[src/logic/ifm_geom_pkg.sv]
package ifm_geom_pkg;

	// Feature map is IFM_SIZE by IFM_SIZE words, stored row after row in one lane
	parameter int IFM_SIZE = 5;
	parameter int IFM_DEPTH = IFM_SIZE * IFM_SIZE;

	// Each bank carries this many lanes side by side
	parameter int NUM_LANES = 2;
	parameter int MAX_BANKS = 8;

	parameter int DATA_W = 32;
	parameter int ADDR_W = $clog2(IFM_DEPTH);
	parameter int SEL_W = $clog2(MAX_BANKS);

	typedef logic [DATA_W-1:0] data_t;
	typedef logic [ADDR_W-1:0] addr_t;
	typedef logic [SEL_W-1:0] bank_sel_t;

	// Bank that the consuming layer reads, one behind the select
	// Wraps from bank zero to the last bank in use
	function automatic bank_sel_t prev_bank(input bank_sel_t cur, input int n_banks);
		bank_sel_t prev;
		if (cur == '0)
			prev = bank_sel_t'(n_banks - 1);
		else
			prev = cur - 1'b1;
		return prev;
	endfunction

endpackage

[src/logic/ifm_port_pkg.sv]
package ifm_port_pkg;

	// One word per lane, lane 0 in the low bits
	typedef ifm_geom_pkg::data_t [ifm_geom_pkg::NUM_LANES-1:0] lane_data_t;

	// Producing layer writes the current bank and reads it back on port B
	typedef struct packed {
		logic                 wr_en;
		ifm_geom_pkg::addr_t  wr_addr;
		lane_data_t           wr_data;
		logic                 rd_en;
		ifm_geom_pkg::addr_t  rd_addr;
	} prod_req_t;

	// Consuming layer reads the previous bank on both ports
	typedef struct packed {
		logic                 a_en;
		ifm_geom_pkg::addr_t  a_addr;
		logic                 b_en;
		ifm_geom_pkg::addr_t  b_addr;
	} cons_req_t;

	typedef struct packed {
		lane_data_t a;
		lane_data_t b;
	} cons_data_t;

	// Request seen by a single bank after routing
	// Port A either writes or reads in a cycle, port B only reads
	typedef struct packed {
		logic                 a_en;
		logic                 a_we;
		ifm_geom_pkg::addr_t  a_addr;
		lane_data_t           wr_data;
		logic                 b_en;
		ifm_geom_pkg::addr_t  b_addr;
	} bank_req_t;

endpackage

[src/logic/ifm_port_router.sv]
module ifm_port_router #(
	parameter int N_BANKS = 8
) (
	input  ifm_geom_pkg::bank_sel_t sel,
	input  ifm_port_pkg::prod_req_t prod_req,
	input  ifm_port_pkg::cons_req_t cons_req,
	output ifm_port_pkg::bank_req_t bank_req [N_BANKS]
);

	import ifm_geom_pkg::*;
	import ifm_port_pkg::*;

	bank_sel_t prev_sel;
	bank_req_t prod_side;
	bank_req_t cons_side;

	assign prev_sel = prev_bank(sel, N_BANKS);

	// Producer writes through port A and reads back through port B
	always_comb
	begin
		prod_side = '0;
		prod_side.a_en = prod_req.wr_en;
		prod_side.a_we = prod_req.wr_en;
		prod_side.a_addr = prod_req.wr_addr;
		prod_side.wr_data = prod_req.wr_data;
		prod_side.b_en = prod_req.rd_en;
		prod_side.b_addr = prod_req.rd_addr;
	end

	// Consumer only reads, so the write flag and data stay low
	always_comb
	begin
		cons_side = '0;
		cons_side.a_en = cons_req.a_en;
		cons_side.a_addr = cons_req.a_addr;
		cons_side.b_en = cons_req.b_en;
		cons_side.b_addr = cons_req.b_addr;
	end

	// With at least two banks the current and previous bank never coincide,
	// so every bank has exactly one role
	always_comb
	begin
		for (int b = 0; b < N_BANKS; b++)
		begin
			if (bank_sel_t'(b) == sel)
				bank_req[b] = prod_side;
			else if (bank_sel_t'(b) == prev_sel)
				bank_req[b] = cons_side;
			else
				bank_req[b] = '0;
		end
	end

	// A select past the last bank would leave the producer without a bank
	always_comb
	begin
		sel_in_range: assert (int'(sel) < N_BANKS)
			else $error("ifm_port_router: sel %0d with only %0d banks", sel, N_BANKS);
	end

endmodule

[config.mk]
export PLATFORM = sky130hd
export DESIGN_NAME = ifm_port_router
export DESIGN_NICKNAME = d
export VERILOG_FILES = /design/src/logic/ifm_geom_pkg.sv /design/src/logic/ifm_port_pkg.sv /design/src/logic/ifm_port_router.sv
export SDC_FILE = /design/constraint.sdc
export NUM_CORES = 1
export LEC_CHECK = 0
export ABC_AREA = 0
export CAP_MARGIN = 20
export CORE_AREA = 2 2 278 280
export DETAILED_ROUTE_END_ITERATION = 10
export DIE_AREA = 0 0 280 282
export DONT_BUFFER_PORTS = 1
export PLACE_DENSITY_LB_ADDON = 0.1
export SLEW_MARGIN = 20
export SYNTH_ARGS = -nofsm -noshare
export SYNTH_HDL_FRONTEND = slang
export SYNTH_SLANG_ARGS = --single-unit
[constraint.sdc]
create_clock -name vclk -period 1.4
set_clock_uncertainty 0.2 [all_clocks]
set_input_delay 0 -clock vclk [all_inputs]
set_output_delay 0 -clock vclk [all_outputs]
set_load 0.01 [all_outputs]
Yosys cells after proc, flatten, opt, wreduce, memory -nomap -nowiden
Cells that the tools add are included.
Storage, ports and cells
  bits in registers: 0
  bits in latches: 0
  memory bits (writable): 0
  memory bits (read-only): 0
  output and inout bits: 616
  memories kept: 0
Operators by class
  $add $sub $neg: 1
  multipliers: 0
  divide/modulo/power cells: 0
  order comparisons: 0
  eq/ne operators: 14
  shift operators: 0
  muxes and demuxes: 17
  bitwise gates (word level): 0
  reduce and logical (&&, ||, !) cells: 2
Operators with widths (count)
  2-to-1 mux 77 bit: 16
  equality test 3 bit (first input constant): 8
  equality test 2 x 3 -> 1 bit (first input constant): 4
  equality test 1 x 3 -> 1 bit (first input constant): 2
  logical NOT 3 bit: 2
  2-to-1 mux 3 bit: 1
  subtractor 3 x 1 -> 3 bit (second input constant): 1

Logic depth before layout (Yosys ltp)
  depth after elaboration: 5
  gate-level depth with buffers: 6

Least setup slack after synthesis
OpenSTA, ideal clock, no wires.
  path kind: input to output
  start point: input sel[1]
  end point: output bank_req[297] (netlist bit)
  arrival time: 0.908 ns
  required time: 1.200 ns
  setup slack: 0.292 ns
  stages on the path: 6
  path buffers: 4
  cells stage by stage: buf_6 or2_1 buf_2 buf_6 buf_6 nor2_1
RTL lines
  start: declaration: RTL line ifm_port_router.sv:4  | input ifm_geom_pkg::bank_sel_t sel,
  end: declaration: RTL line ifm_port_router.sv:7  | output ifm_port_pkg::bank_req_t bank_req [N_BANKS]

==> impl_metrics.yaml <==
run_status:
  status: "finished, violations left"
  violations: "negative hold slack"
worst_hold_path:
  worstHoldPathCells: 2
  hold_class: "in -> out"
routing:
  viasPerCell: 3.35
  vias: 6316
  drtAntennaViolNets: 0
  drt_first_pass_iters: 5
  drt_iter0_markers: 350
  drc: 0
  post_drt_wl_per_cell_um: 18.5
  drt-total-wl_mm: 34.8
power:
  power.switching_w: 0.00127
  sw_frac_of_total: 0.740
  internal_power_w: 0.000446
  pwr-share-comb: 1.000
  p_leak_nw: 1.93
  pwr-share-seq: 0
  p_clk_frac: 0
  max-vdd-ir-drop_v: 0.0000961
  power.density_nw_per_um2: 306
critical_path:
  cp.depth: 4
  critPathSlowestCell: "or2_4"
  worstPathMaxFanout: 56
  critical_path.startpoint: "sel[1]"
  worstSetupPathType: "in -> out"
  crit_path_end: "bank_req[306]"
  cp_num_buf_inv: 2
  cpPeakStageDelay_ns: 0.27
  cp.arrival_ns: 1.03
  cpLargestDelayFamily: "simple AND/OR/NAND/NOR gates"
  path_cells: "or2_4 -> buf_12 -> buf_4 -> nor2_1"
  end_kind: "primary output"
  start_kind: "primary input"
  cp.required_ns: 1.20
global_route:
  grt_pass1_wl_mm: 43.2
  grt.total_usage: 0.0743
  grt_pass1_vias: 5364
  grt_max_degree: 165
  grt_remaining_overflow: 0
  antenna_found_initial: 2
place:
  io_buffer_count: 0
  gp_congestion: 0.784
  place_hpwl_mm: 28.3
clocking:
  cts_setup_buffers: 0
  cts_resized: 0
sta:
  finalHoldViolations: 4
  setup_tns_ns: 0
  period_share: 0.877
  rsz0062_at_grt: "no"
  slew_headroom: 0.573
  whs_ns: -0.00241
  maxSlewViolCount: 0
  worst_pin_slew_ns: 0.641
  fmax_ghz: 0.814
  setup_viol: 0
  fin_crit_ns: 1.23
yosys:
  netlist-cell-type-count: 10
  syn-num-nets: 1001
  syn_area_um2: 3990
  ys_seq_area_frac: 0
  synth_warnings: 0
  syn-instance-count: 910
  avgSynthCellArea_um2: 4.38
floorplanning:
  rows: 101
  dieHeight_um: 282
  die_w_um: 280
  io_pins: 707
  core_area_um2: 75700
  die_area_um2: 79000
  start_util: 0.0526
final_layout:
  seq_cells: 0
  antenna_cells: 0
  final_cell_mix: "nor2_1 (568), nand2b_1 (92), nand2_1 (90)"
  multiInputGateArea_um2: 3530
  fillers: 9054
  seqCellArea_um2: 0
  fin_util: 0.0742
  clkbuf_count: 0
  drive_gt1_frac: 0.0815
  synthToLayoutAreaGrowth_pct: 40.8
  final_common_cell: "nor2_1"
  nNetsFinal: 1001
flow_run:
  maxCapViolations: 0
==> Yosys cell counts <==
| cell type | count | area share |
|---|---|---|
| nand2_1 | 91 | 0.086 |
| or2_1 | 1 | 0.0016 |
| o22ai_1 | 48 | 0.075 |
| nor2_1 | 568 | 0.54 |
| clkbuf_1 | 34 | 0.032 |
| buf_2 | 51 | 0.064 |
| nand2b_1 | 94 | 0.15 |
| or2_2 | 2 | 0.0031 |
| mux2i_1 | 12 | 0.030 |
| buf_6 | 9 | 0.025 |
==> area by class of cell <==
type	count	area share
Multi-Input combinational cell	816	0.628
Timing Repair Buffer	92	0.154
Tap cell	978	0.218
==> how the worst min path moves through the flow <==
stage | from | to | slack (ns)
3_3_place_gp | prod_req[72] | bank_req[72] | -0.03
2_1_floorplan | prod_req[0] | bank_req[0] | -0.04
6_report | prod_req[2] | bank_req[2] | -0.002
4_1_cts | prod_req[0] | bank_req[462] | 0.0003
3_5_place_dp | prod_req[72] | bank_req[72] | -0.03
5_1_grt | prod_req[73] | bank_req[535] | 0.008
==> power groups by stage <==
stage | Clock, W | Combinational (W) | Sequential (W)
floorplan | 0 | 0.00122 | 0
global placement | 0 | 0.00171 | 0
detailed placement | 0 | 0.00169 | 0
CTS | 0 | 0.00175 | 0
global route | 0 | 0.00186 | 0
finish | 0 | 0.00172 | 0
==> cells by family after synthesis <==
kind of cell | count (synthesis) | synth area share
AND/OR/NAND/NOR | 756 | 0.773
buffers and inverters | 94 | 0.122
AO/OA/AOI/OAI | 48 | 0.0754
multiplexers | 12 | 0.0301
==> routing by layer <==
layer | share of wire | wire (µm) | track usage
met1 | 0.41 | 14200 | 0.0905
met2 | 0.52 | 18300 | 0.142
met3 | 0.055 | 1910 | 0.00795
met4 | 0.012 | 425 | 0.0103
met5 | 0 | 0 | 0
==> metrics by stage <==
stage / total power (W) / cell area (µm²) / hold WS, ns / worst slack (ns) / cells
floorplan: 0.00122 / 3990 / -0.0442 / 0.292 / 910
global placement: 0.00171 / 5370 / -0.0279 / 0.211 / 1862
detailed placement: 0.00169 / 5370 / -0.0254 / 0.219 / 1862
CTS: 0.00175 / 5610 / 0.000293 / 0.218 / 1886
global route: 0.00186 / 5610 / 0.00809 / 0.164 / 1886
finish: 0.00172 / 5610 / -0.00241 / 0.172 / 1886
==> what timing repair did <==
item | 4_1_cts | 5_1_grt
hold buffers | 24 | 0
setup endpoints to repair | 0 | 0
endpoints found under the hold margin | 57 | 0
No activity file was read; power rests on OpenSTA's default activity.
