### config.mk
export PLATFORM = sky130hd
export DESIGN_NAME = ifm_bank
export DESIGN_NICKNAME = d
export VERILOG_FILES = /design/src/logic/ifm_geom_pkg.sv /design/src/logic/ifm_port_pkg.sv /design/src/logic/ifm_bank.sv
export SDC_FILE = /design/constraint.sdc
export NUM_CORES = 2
export LEC_CHECK = 0
export BUFFER_PORTS_ARGS = -buffer_cell sky130_fd_sc_hd__clkbuf_2
export CAP_MARGIN = 20
export CORE_ASPECT_RATIO = 2
export CORE_MARGIN = 8
export CORE_UTILIZATION = 50
export DETAILED_ROUTE_END_ITERATION = 8
export HOLD_SLACK_MARGIN = 0.03
export PLACE_DENSITY = 0.66
export SYNTH_ARGS = -nofsm -noshare
export SYNTH_HDL_FRONTEND = slang
export SYNTH_SLANG_ARGS = --single-unit
### constraint.sdc
create_clock -name clk -period 7.9 [get_ports clk]
set_input_delay 0.79 -clock clk [delete_from_list [all_inputs] [get_ports clk]]
set_output_delay 0.79 -clock clk [all_outputs]
set_load 0.02 [all_outputs]
### src/logic/ifm_geom_pkg.sv
package ifm_geom_pkg;

	// Feature map is IFM_SIZE by IFM_SIZE words, stored row after row in one lane
	parameter int IFM_SIZE = 5;
	parameter int IFM_DEPTH = IFM_SIZE * IFM_SIZE;

	// Each bank carries this many lanes side by side
	parameter int NUM_LANES = 2;
	parameter int MAX_BANKS = 8;

	parameter int DATA_W = 32;
	parameter int ADDR_W = $clog2(IFM_DEPTH);
	parameter int SEL_W = $clog2(MAX_BANKS);

	typedef logic [DATA_W-1:0] data_t;
	typedef logic [ADDR_W-1:0] addr_t;
	typedef logic [SEL_W-1:0] bank_sel_t;

	// Bank that the consuming layer reads, one behind the select
	// Wraps from bank zero to the last bank in use
	function automatic bank_sel_t prev_bank(input bank_sel_t cur, input int n_banks);
		bank_sel_t prev;
		if (cur == '0)
			prev = bank_sel_t'(n_banks - 1);
		else
			prev = cur - 1'b1;
		return prev;
	endfunction

endpackage

### src/logic/ifm_port_pkg.sv
package ifm_port_pkg;

	// One word per lane, lane 0 in the low bits
	typedef ifm_geom_pkg::data_t [ifm_geom_pkg::NUM_LANES-1:0] lane_data_t;

	// Producing layer writes the current bank and reads it back on port B
	typedef struct packed {
		logic                 wr_en;
		ifm_geom_pkg::addr_t  wr_addr;
		lane_data_t           wr_data;
		logic                 rd_en;
		ifm_geom_pkg::addr_t  rd_addr;
	} prod_req_t;

	// Consuming layer reads the previous bank on both ports
	typedef struct packed {
		logic                 a_en;
		ifm_geom_pkg::addr_t  a_addr;
		logic                 b_en;
		ifm_geom_pkg::addr_t  b_addr;
	} cons_req_t;

	typedef struct packed {
		lane_data_t a;
		lane_data_t b;
	} cons_data_t;

	// Request seen by a single bank after routing
	// Port A either writes or reads in a cycle, port B only reads
	typedef struct packed {
		logic                 a_en;
		logic                 a_we;
		ifm_geom_pkg::addr_t  a_addr;
		lane_data_t           wr_data;
		logic                 b_en;
		ifm_geom_pkg::addr_t  b_addr;
	} bank_req_t;

endpackage

### src/logic/ifm_bank.sv
module ifm_bank (
	input  logic                     clk,
	input  logic                     rst_n,
	input  ifm_port_pkg::bank_req_t  req,
	output ifm_port_pkg::lane_data_t a_data,
	output ifm_port_pkg::lane_data_t b_data
);

	import ifm_geom_pkg::*;
	import ifm_port_pkg::*;

	data_t mem [NUM_LANES][IFM_DEPTH];

	lane_data_t a_word;
	lane_data_t b_word;
	logic a_wr;
	logic a_rd;

	assign a_wr = req.a_en && req.a_we;
	assign a_rd = req.a_en && !req.a_we;

	// A write on port A fills the same address in every lane
	always_ff @(posedge clk)
	begin
		if (a_wr)
		begin
			for (int l = 0; l < NUM_LANES; l++)
				mem[l][req.a_addr] <= req.wr_data[l];
		end
	end

	always_comb
	begin
		for (int l = 0; l < NUM_LANES; l++)
		begin
			a_word[l] = mem[l][req.a_addr];
			b_word[l] = mem[l][req.b_addr];
		end
	end

	// Output registers keep the last word read while their port is idle
	always_ff @(posedge clk)
	begin
		if (!rst_n)
		begin
			a_data <= '0;
			b_data <= '0;
		end
		else
		begin
			if (a_rd)
				a_data <= a_word;
			if (req.b_en)
				b_data <= b_word;
		end
	end

	// Addresses come from the layers outside the ring and are not checked in logic
	a_addr_in_range: assert property (
		@(posedge clk) disable iff (!rst_n)
		req.a_en |-> (int'(req.a_addr) < IFM_DEPTH)
	);

	b_addr_in_range: assert property (
		@(posedge clk) disable iff (!rst_n)
		req.b_en |-> (int'(req.b_addr) < IFM_DEPTH)
	);

endmodule

== Word-level counts from Yosys, hierarchy flattened ==
Memory sizes are Yosys's and may differ from the RTL's.
Cells that the tools add are included.

* Register bits: 128
* RAM bits: 1,600
* Input bits: 79
* Logic and storage cells: 30
* Memories: 1

{| class="wikitable"
|+ Memory list
! name !! depth !! width !! rd ports !! clocked after memory_dff !! wr ports !! RTL line !! RTL
|-
| mem || 2 || 800 || 2 || 0 || 2 || ifm_bank.sv:12 || <nowiki>data_t mem [NUM_LANES][IFM_DEPTH];</nowiki>
|}

* $lt $le $gt $ge: 3
* Muxes and demuxes: 16
* Bitwise logic cells: 2
* Reduce and logical (&&, ||, !) cells: 4

{| class="wikitable"
|+ Operators with widths
! kind !! number
|-
| $mux 800 || 1
|-
| $bmux 32 s5 || 4
|-
| $mux 32 || 9
|-
| $demux 32 s5 || 1
|-
| $ge 6x6->1 const B || 2
|-
| $not 5->6 || 2
|-
| $lt 6x1->1 const B || 1
|-
| $logic_and 1x1->1 || 3
|-
| $logic_not 1->1 || 1
|-
| $mux 1 || 1
|}

== Logic depth before layout (Yosys ltp) ==
* Depth in word-level cells: 6
* Mapped depth: 9
* Gate-level depth less buffers: 5

== Worst setup path after synthesis ==
OpenSTA, ideal clock, no wires.

* Path type: input to register
* Start point: input req[71] (netlist bit)
* End point: memory mem[0][1344] (netlist bit), enable pin
* Arrival time: 6.443 ns
* Path slack: 0.892 ns
* Cell stages on the path: 7
* Cell sequence: buf_2 buf_2 buf_4 buf_2 clkbuf_1 nand4_1 nor3_1

{| class="wikitable"
|+ RTL lines
! item !! RTL line !! RTL
|-
| start: declaration || ifm_bank.sv:4 || <nowiki>input ifm_port_pkg::bank_req_t req,</nowiki>
|-
| end: declaration || ifm_bank.sv:12 ||
|}

==> results.json <==
{
  "status": "completed",
  "power_switching_mw": 4.532,
  "io_buffers": 206,
  "synth_top_area_cell": "edfxtp_1",
  "fmax_ghz": 0.2499,
  "cts_hold_repair.buffers": 0,
  "critical_path.max_fanout": 45,
  "path_common_cell": "buf_4",
  "rsz0062_at_grt": "no",
  "clk_pin_slew_ps": 70,
  "drc": 0,
  "dieArea_sq_mm": 0.1691,
  "synth_area_sq_mm": 0.07772,
  "dp_slack_ps": 3185,
  "crit_path_start_kind": "input pin",
  "clkSinkCount": 1728,
  "p_comb_frac": 0.082,
  "tns_ps": 0,
  "drt-total-wl_mm": 255.0,
  "routed_via_density": 7.061,
  "drv_slew": 0,
  "cts_buffer_depth": 4,
  "hold_viol_final": 0,
  "cts_inserted_buffers": 156,
  "grt_start_max_net_pins": 153,
  "min_period_ps": 4002,
  "post-route-util": 0.5577,
  "postRouteAntennaNets": 0,
  "drt_iter0_drc": 5561,
  "ios": 207,
  "route.detailed.wl_per_inst_um": 38.02,
  "p_sw_frac": 0.2303,
  "die_x_um": 294.8,
  "worstSetupPathType": "input pin to register",
  "skew_ps": 35.46,
  "syn_to_final_growth_pct": 10.80,
  "holdWs_ps": 475.3,
  "critPathTopFamily": "buffers and inverters",
  "vias": 47360,
  "arrival_ps": 4440,
  "cts_root_buf": "clkbuf_16",
  "synth_top_area_frac": 0.6182,
  "powerDensity_mw_per_mm2": 228.4,
  "clk_latency_ps": 810,
  "grt_usage": 0.2968,
  "worst_slew_pin_slew_ps": 1207,
  "core_sq_mm": 0.1544,
  "period_share": 0.5066,
  "drv_cap": 0,
  "relSlewSlack": 0.1934,
  "layout_common_cells": "edfxtp_1 (1600), mux4_2 (563), mux2i_1 (227)",
  "synthCells": 4421,
  "power_frac_clock": 0.400,
  "synthDistinctLibCells": 49,
  "layout.cells.most_common": "edfxtp_1",
  "ys.flop_type": "edfxtp_1",
  "ys_top_cells_by_area": "edfxtp_1 (62%), mux4_2 (16%), dfxtp_1 (3.3%), mux2i_1 (2.9%), mux2_2 (2.3%)",
  "place_hpwl_mm": 142.8,
  "grt_pass1_vias": 49580,
  "fp-row-count": 204,
  "path_buf_inv": 4,
  "finalSetupViolations": 0,
  "holdCritPathClass": "register to register",
  "cts_tree": "built",
  "seq_power_share": 0.518,
  "crit_path_end_kind": "register",
  "cts_setup_buffers": 0,
  "dr.pass1.iters": 5,
  "grt_pass1_wl_mm": 359.4,
  "syn_area_per_cell_sq_um": 17.58,
  "ir_worst_vdd_v": 0.0001647,
  "overflow": 0,
  "drive_gt1_frac": 0.2842,
  "synth-seq-area-share": 0.6511,
  "antenna_found_initial": 10,
  "setup_ws_ps": 3898,
  "synthArstFlopShare": 0,
  "htree_num_levels": 4,
  "initial_core_util": 0.5033,
  "slowest_delay_ps": 950,
  "p_leak_nw": 27.61,
  "nets": 4604,
  "yosysWarnings": 0,
  "gp_congestion": 0.8241,
  "power.total_mw": 19.67,
  "die_y_um": 573.6,
  "intPower_mw": 15.14,
  "synth-seq-cells": 1728,
  "required_ps": 8340,
  "synth_edf_count": 1600,
  "cts_resized": 0,
  "synthesis.nets": 4500,
  "critPathSlowestCell": "nor2_4",
  "cp_cell_sequence": "clkbuf_2 -> nor2b_4 -> buf_4 -> nand2_2 -> buf_4 -> nor2_4 -> buf_12"
}
==> Yosys cell counts, types with 20 or more instances <==
cell type	number
nor2b_1	72
buf_2	103
dfxtp_1	128
buf_4	33
a21o_1	64
buf_6	24
o21ai_1	29
mux2i_1	227
nor2_1	210
mux2_1	43
nor3_1	89
buf_1	32
a31oi_1	58
a211oi_1	141
a22oi_1	145
a221oi_1	67
a21oi_1	50
o22ai_1	113
edfxtp_1	1600
o221ai_1	20
clkbuf_1	179
mux4_2	563
o21ai_0	107
nand2_1	77
mux2_2	157
==> per-stage QoR <==
| step | std cells | cell area, sq um |
|---|---|---|
| 3_3_place_gp | 6425 | 80910 |
| 4_1_cts | 6700 | 86090 |
| 2_1_floorplan | 4421 | 77720 |
| 3_5_place_dp | 6426 | 80940 |
| 5_1_grt | 6703 | 86110 |
| 6_report | 6707 | 86120 |
==> power groups by stage <==
stage	Sequential [mW]	Clock [mW]	Combinational (mW)
4_1_cts	10.2	7.93	1.61
3_5_place_dp	10.4	0	1.60
3_3_place_gp	10.4	0	1.59
6_report	10.2	7.87	1.61
5_1_grt	10.2	8.22	1.69
2_1_floorplan	10.4	0	0.929
==> path summary, 6_finish.rpt <==
path              startpoint          end  slack (ps)  cells past startpoint
hold reg to reg   b_data[40]   b_data[40]         480                      2
setup / recovery     req[72]  mem[0][954]        3900                      7
setup reg to reg  mem[0][93]   a_data[29]        5960                      5
hold / removal    b_data[40]   b_data[40]         480                      2
==> state kept, by name, indices dropped and copies added (netlist names) <==
signal / flops
a_data: 64
b_data: 64
mem: 1600
==> per-layer routing <==
metal	global-route usage	share of wire	wire length, um
met1	0.3565	0.34	86540
met5	0	0.00035	88
met3	0.05320	0.092	23590
met2	0.5051	0.50	128400
met4	0.1614	0.064	16420
==> layout make-up <==
class                   count  area, sq um
multi-input cells        2321        25610
clock inverters            71        877.1
repair buffers            317         2156
clock buffers             203         4274
diodes                      6        15.01
well taps                2060         2577
inverters                   1        5.005
flip-flops and latches   1728        50610
fillers                 11840        68300
==> logic make-up (layout without fill, tap and decap cells) <==
logic type      Yosys count  count (layout)  synth area share
other cells               0               6                 0
buf+inv                 372             592           0.02354
compound gates          857             857           0.07624
simple gates            474             474           0.02774
mux                     990             990            0.2213
flops                  1728            1728            0.6511
==> worst register-to-register path: stages (launching register included) <==
cell and delay [ps]:
edfxtp_1 400, mux2_2 280, a221oi_1 610, nor2_1 120, a221oi_1 270, a31oi_1 120
Note: power is estimated with default switching activity, not from simulation.
