**src/logic/ifm_geom_pkg.sv**
```systemverilog
package ifm_geom_pkg;

	// Feature map is IFM_SIZE by IFM_SIZE words, stored row after row in one lane
	parameter int IFM_SIZE = 5;
	parameter int IFM_DEPTH = IFM_SIZE * IFM_SIZE;

	// Each bank carries this many lanes side by side
	parameter int NUM_LANES = 2;
	parameter int MAX_BANKS = 8;

	parameter int DATA_W = 32;
	parameter int ADDR_W = $clog2(IFM_DEPTH);
	parameter int SEL_W = $clog2(MAX_BANKS);

	typedef logic [DATA_W-1:0] data_t;
	typedef logic [ADDR_W-1:0] addr_t;
	typedef logic [SEL_W-1:0] bank_sel_t;

	// Bank that the consuming layer reads, one behind the select
	// Wraps from bank zero to the last bank in use
	function automatic bank_sel_t prev_bank(input bank_sel_t cur, input int n_banks);
		bank_sel_t prev;
		if (cur == '0)
			prev = bank_sel_t'(n_banks - 1);
		else
			prev = cur - 1'b1;
		return prev;
	endfunction

endpackage

```
**src/logic/ifm_port_pkg.sv**
```systemverilog
package ifm_port_pkg;

	// One word per lane, lane 0 in the low bits
	typedef ifm_geom_pkg::data_t [ifm_geom_pkg::NUM_LANES-1:0] lane_data_t;

	// Producing layer writes the current bank and reads it back on port B
	typedef struct packed {
		logic                 wr_en;
		ifm_geom_pkg::addr_t  wr_addr;
		lane_data_t           wr_data;
		logic                 rd_en;
		ifm_geom_pkg::addr_t  rd_addr;
	} prod_req_t;

	// Consuming layer reads the previous bank on both ports
	typedef struct packed {
		logic                 a_en;
		ifm_geom_pkg::addr_t  a_addr;
		logic                 b_en;
		ifm_geom_pkg::addr_t  b_addr;
	} cons_req_t;

	typedef struct packed {
		lane_data_t a;
		lane_data_t b;
	} cons_data_t;

	// Request seen by a single bank after routing
	// Port A either writes or reads in a cycle, port B only reads
	typedef struct packed {
		logic                 a_en;
		logic                 a_we;
		ifm_geom_pkg::addr_t  a_addr;
		lane_data_t           wr_data;
		logic                 b_en;
		ifm_geom_pkg::addr_t  b_addr;
	} bank_req_t;

endpackage

```
**src/logic/ifm_read_mux.sv**
```systemverilog
module ifm_read_mux #(
	parameter int N_BANKS = 8
) (
	input  logic                      clk,
	input  logic                      rst_n,
	input  ifm_geom_pkg::bank_sel_t   sel,
	input  ifm_port_pkg::lane_data_t  bank_a_data [N_BANKS],
	input  ifm_port_pkg::lane_data_t  bank_b_data [N_BANKS],
	output ifm_port_pkg::lane_data_t  prod_rd_data,
	output ifm_port_pkg::cons_data_t  cons_data
);

	import ifm_geom_pkg::*;
	import ifm_port_pkg::*;

	bank_sel_t sel_q;
	bank_sel_t prev_q;

	// Bank data shows up one cycle after the request, so steer with the
	// select of that request cycle
	always_ff @(posedge clk)
	begin
		if (!rst_n)
			sel_q <= '0;
		else
			sel_q <= sel;
	end

	assign prev_q = prev_bank(sel_q, N_BANKS);

	always_comb
	begin
		prod_rd_data = '0;
		cons_data = '0;
		for (int b = 0; b < N_BANKS; b++)
		begin
			if (bank_sel_t'(b) == sel_q)
				prod_rd_data = bank_b_data[b];
			if (bank_sel_t'(b) == prev_q)
			begin
				cons_data.a = bank_a_data[b];
				cons_data.b = bank_b_data[b];
			end
		end
	end

endmodule

```
**config.mk**
```make
export PLATFORM = sky130hd
export DESIGN_NAME = ifm_read_mux
export DESIGN_NICKNAME = d
export VERILOG_FILES = /design/src/logic/ifm_geom_pkg.sv /design/src/logic/ifm_port_pkg.sv /design/src/logic/ifm_read_mux.sv
export SDC_FILE = /design/constraint.sdc
export NUM_CORES = 1
export LEC_CHECK = 0
export ABC_AREA = 1
export BUFFER_PORTS_ARGS = -buffer_cell sky130_fd_sc_hd__buf_2
export CELL_PAD_IN_SITES_DETAIL_PLACEMENT = 0
export CELL_PAD_IN_SITES_GLOBAL_PLACEMENT = 2
export CORE_AREA = 2 2 481 483
export CTS_CLUSTER_SIZE = 24
export DETAILED_ROUTE_END_ITERATION = 16
export DIE_AREA = 0 0 483 485
export PLACE_DENSITY_LB_ADDON = 0.1
export SLEW_MARGIN = 0
export SYNTH_ARGS = -nofsm -noshare
export SYNTH_HDL_FRONTEND = slang
export SYNTH_SLANG_ARGS = --single-unit
```
**constraint.sdc**
```tcl
create_clock -name clk -period 1.7 [get_ports clk]
set_input_delay 0.085 -clock clk [delete_from_list [all_inputs] [get_ports clk]]
set_output_delay 0.085 -clock clk [all_outputs]
set_load 0.03 [all_outputs]
```
# Word-level counts from Yosys, hierarchy flattened
# Cells that the tools add are included.
[classes]
add_sub_neg = 1
eq_ne = 14
n_mux = 17
reduce_logical = 2
[ops]
columns = ["cell", "n"]
rows = [
  ["128-bit 2-to-1 mux", 8],
  ["64-bit 2-to-1 mux", 8],
  ["3-bit == test, first input constant", 8],
  ["2-bit by 3-bit == test with 1-bit output, first input constant", 4],
  ["1-bit by 3-bit == test with 1-bit output, first input constant", 2],
  ["3-bit logical NOT", 2],
  ["3-bit 2-to-1 mux", 1],
  ["3-bit by 1-bit subtractor with 3-bit output, second input constant", 1],
]
[totals]
ff_bits = 3
output_inout_bits = 192
elab_cells = 35

# Longest topological paths before layout
[logic_depth]
ltp_word = 11
depth_mapped = 11
depth_no_buf = 7

# Worst setup path after synthesis
# No wires, ideal clock.
[synth_timing]
path_type = "register to output"
start = "register sel_q[2]"
end = "output port prod_rd_data[42] in the netlist's numbering"
t_arrival_ps = 1497
setup_slack_ps = 118
path_stages_with_launch = 10
path_buffers = 4
path_cell_list = "dfxtp_1 buf_4 inv_4 buf_4 buf_4 buf_2 nand4_1 nand4_1 nor2_1 nand4_1"
[synth_rtl]
columns = ["item", "line_no", "rtl"]
rows = [
  ["start, declared", "ifm_read_mux.sv:16", "bank_sel_t sel_q;"],
  ["start signal, assigned", "ifm_read_mux.sv:26", "sel_q <= sel;"],
  ["end, declared", "ifm_read_mux.sv:9", "output ifm_port_pkg::lane_data_t prod_rd_data,"],
]

==> summary.md <==
| Metric | Value |
|---|---|
| Maximum Capacitance Violations | `0` |
| Via-to-Cell Ratio | `between 3 and 4` |
| Core region area | `about 230000 um^2` |
| Cell internal power dissipation | `4.877 mW` |
| Number of detailed-route iterations in the first pass | `7` |
| Number of nets with antenna violations after routing | `0` |
| Overall power | `approximately 11 mW` |
| Post-synthesis instance area | `around 13000 um^2` |
| Worst Hold Class | `in -> reg` |
| Largest register by flop count | `sel_q` |
| Number of distinct library cells after synthesis | `19` |
| Worst setup path startpoint | `sel_q[1]` |
| Initial Util | `0.05462` |
| Outcome | `finished with violations` |
| Top flip-flop cell by instance count after synthesis | `sky130_fd_sc_hd__dfxtp_1` |
| Part of the power in combinational logic | `0.959` |
| Worst setup margin | `-0.5468 ns` |
| Cell type with the highest aggregate area in the netlist | `sky130_fd_sc_hd__nand4_1` |
| Syn Inst Count | `2683` |
| Regs by FF count | `sel_q: 3 flops` |
| Wire per inst | `~30 um` |
| Placed cell count | `between 6000 and 7000` |
| Total negative slack | `-78.73 ns` |
| Pin count of the biggest net entering global routing | `40` |
| Final std cells w/o fill | `around 7300` |
| Final count of negative-setup-slack endpoints | `192` |
| Count of buffers inserted at the top-level ports | `around 1200` |
| Die Area | `234300 um^2` |
| Power per standard cell area | `341.2 nW/um^2` |
| Actual slew at the worst max-slew pin | `0.4254 ns` |
| Final Critical Period | `2.247 ns` |
| Deepest clock path buffer count | `2` |
| Violations in the final reports | `setup timing` |
| Final HPWL from detailed placement | `169.7 mm` |
| Wire length of the first global-routing pass | `266.2 mm` |
| Proportion of netlist area held by the largest area contributor | `0.3106` |
| Total clock sinks | `3` |
| Startpoint types | `register` |
| Leftover overflow at the end of global routing | `0` |
| Maximum vdd ir drop | `around 0.27 mV` |
| Area contributors post-synth | `sky130_fd_sc_hd__nand4_1 31%, sky130_fd_sc_hd__nand2_1 25%, sky130_fd_sc_hd__nand3_1 12%, sky130_fd_sc_hd__nor2_1 12%, sky130_fd_sc_hd__buf_2 6.6%` |
| Number of design rule violations left after detail routing | `0` |
| Startpoint-to-endpoint class of the critical path | `reg -> out` |
| YS warnings | `0` |
| Mean Syn Cell Area | `4.663 um^2` |
| Relative slew slack | `0.7164` |
| Routed wire length | `215.9 mm` |
| Start point of the worst min-delay path | `sel[2]` |
| Total number of placement rows | `176` |
| Crit path required time | `1.62 ns` |
| CTS tree | `yes` |
| Total Nets Final | `5212` |
| Net switching fraction of the power | `0.5588` |
| Switching Power | `6.177 mW` |
| GRT Util Overall | `0.1681` |
| Iteration-0 DRC Markers | `1221` |
| Fraction of the yosys area taken by sequential cells | `0.004801` |
| Clk root buf | `sky130_fd_sc_hd__clkbuf_16` |
| Fraction of final layout cells with drive strength greater than 1 | `0.5313` |
| Reported leakage power | `14.79 nW` |
| Final hold vios | `0` |
| Cts bufs inserted | `3` |
| Syn nets | `3712` |
| Fraction of registers with async set/reset | `0` |
| RSZ-0062 raised after global routing | `true` |
| Ranking of synthesized cells by instance count | `822 x sky130_fd_sc_hd__nand2_1, 621 x sky130_fd_sc_hd__nand4_1, 388 x sky130_fd_sc_hd__nor2_1` |
| Count leader, synth | `sky130_fd_sc_hd__nand2_1` |
| Part of the power in registers | `0.008` |
| Share of power burned in the clock network | `0.033` |
| Category of the worst setup path capture point | `primary output` |
| Total of flip-flops plus latches after synthesis | `3` |
| Post-synth EDFFs | `0` |
| Vertical die dimension | `485 um` |
| Via count of the first global-routing pass | `27030` |
| Maximum level of the CTS H-tree | `1` |
| Part of the cycle the worst path needs | `1.322` |
| Number of antenna violations at the first check in global routing | `251` |
| Final Core Density | `0.1415` |
| Highest fanout seen on the critical path | `39` |
| Count of pins on the block boundary | `1221` |
| Clock transition time at the flip-flop clock pins of the worst setup and hold paths | `0.03 ns` |
| Area Overhead vs Synth | `159.0%` |
| Largest register FFs | `3` |
| Fmax | `approximately 450 MHz` |
| Max-slew violation total from the final report | `0` |
| Number of vias after detailed routing | `26660` |
| Die width | `483 um` |
| Data arrival, critical path | `roughly 2.2 ns` |
| RD Place Congestion | `slightly above 0.8` |
-- worst paths after layout --
path / to / cells past startpoint
max: prod_rd_data[33] / 10
min: sel_q[2] / 3
-- metrics by stage --
stage / worst slack, ns / area, um^2 / hold WS [ns]
after CTS: -0.5821 / 28520 / 0.2505
final: -0.5468 / 32400 / 0.1763
after detailed placement: -0.6171 / 24940 / 0.4821
after global placement: -0.5920 / 24940 / 0.4826
after floorplan: 0.1177 / 12510 / 0.1785
after global routing: -0.6362 / 32310 / 0.2352
-- kinds of logic after synthesis --
group,after synthesis,share of synthesized area
flip-flops,3,0.004801
AND/OR/NAND/NOR,2178,0.8189
AO/OA/AOI/OAI,49,0.01960
buffers and inverters,453,0.1567
-- what timing repair did --
item	4_1_cts	5_1_grt
gates cloned	40	44
endpoints found under the setup margin	192	192
pin swaps	82	251
gates resized for setup	420	772
hold buffers	0	0
setup buffers	85	84
-- per-layer routing --
metal	wire, um	part of all wire	track usage
met1	81980	0.38	0.1826
met2	113200	0.52	0.3250
met3	14370	0.067	0.04592
met4	5163	0.024	0.02684
met5	1137	0.0053	0
-- worst max-delay path, cell delays in order, from the launching register on --
cell	delay [ns]
sky130_fd_sc_hd__dfxtp_4	0.40
sky130_fd_sc_hd__inv_8	0.11
sky130_fd_sc_hd__nand2_8	0.06
sky130_fd_sc_hd__nor2_4	0.23
sky130_fd_sc_hd__inv_4	0.10
sky130_fd_sc_hd__buf_12	0.18
sky130_fd_sc_hd__buf_4	0.19
sky130_fd_sc_hd__or2_2	0.26
sky130_fd_sc_hd__nand2_1	0.08
sky130_fd_sc_hd__nand3_1	0.09
sky130_fd_sc_hd__buf_4	0.18
-- cell usage in the layout, fill, tap and decap left out, types with 7 or more instances in the layout --
master	count
sky130_fd_sc_hd__a21oi_1	38
sky130_fd_sc_hd__nor2_1	249
sky130_fd_sc_hd__nand4_1	621
sky130_fd_sc_hd__nand2_1	664
sky130_fd_sc_hd__or2_2	38
sky130_fd_sc_hd__nand3_2	79
sky130_fd_sc_hd__or2_4	9
sky130_fd_sc_hd__buf_8	40
sky130_fd_sc_hd__buf_12	139
sky130_fd_sc_hd__a21oi_2	10
sky130_fd_sc_hd__nor2_2	94
sky130_fd_sc_hd__diode_2	56
sky130_fd_sc_hd__nand3_1	205
sky130_fd_sc_hd__buf_16	51
sky130_fd_sc_hd__buf_2	1032
sky130_fd_sc_hd__clkbuf_16	39
sky130_fd_sc_hd__nand2_4	33
sky130_fd_sc_hd__buf_6	272
sky130_fd_sc_hd__nor2_4	50
sky130_fd_sc_hd__nand2_2	126
sky130_fd_sc_hd__inv_1	180
sky130_fd_sc_hd__buf_4	189
sky130_fd_sc_hd__nand3_4	7
-- cell type report --
class                   count  area, um^2
inverters                 185       730.7
clock buffers               4       78.83
repair inverters            1       6.256
flip-flops and latches      3       71.32
repair buffers           1762       15380
multi-input cells        2227       12210
diodes                     56       140.1
well taps                3026        3786
fillers                 26900      196600
-- power groups by stage --
stage / Combinational [mW] / Sequential [mW] / Clock, mW
after detailed placement: 8.48 / 0.0903 / 0
after floorplan: 3.40 / 0.0772 / 0
after global routing: 11.3 / 0.0923 / 0.385
after CTS: 9.83 / 0.0903 / 0.376
after global placement: 8.56 / 0.0894 / 0
final: 10.6 / 0.0912 / 0.367
Note: power is estimated with default switching activity, not from simulation.
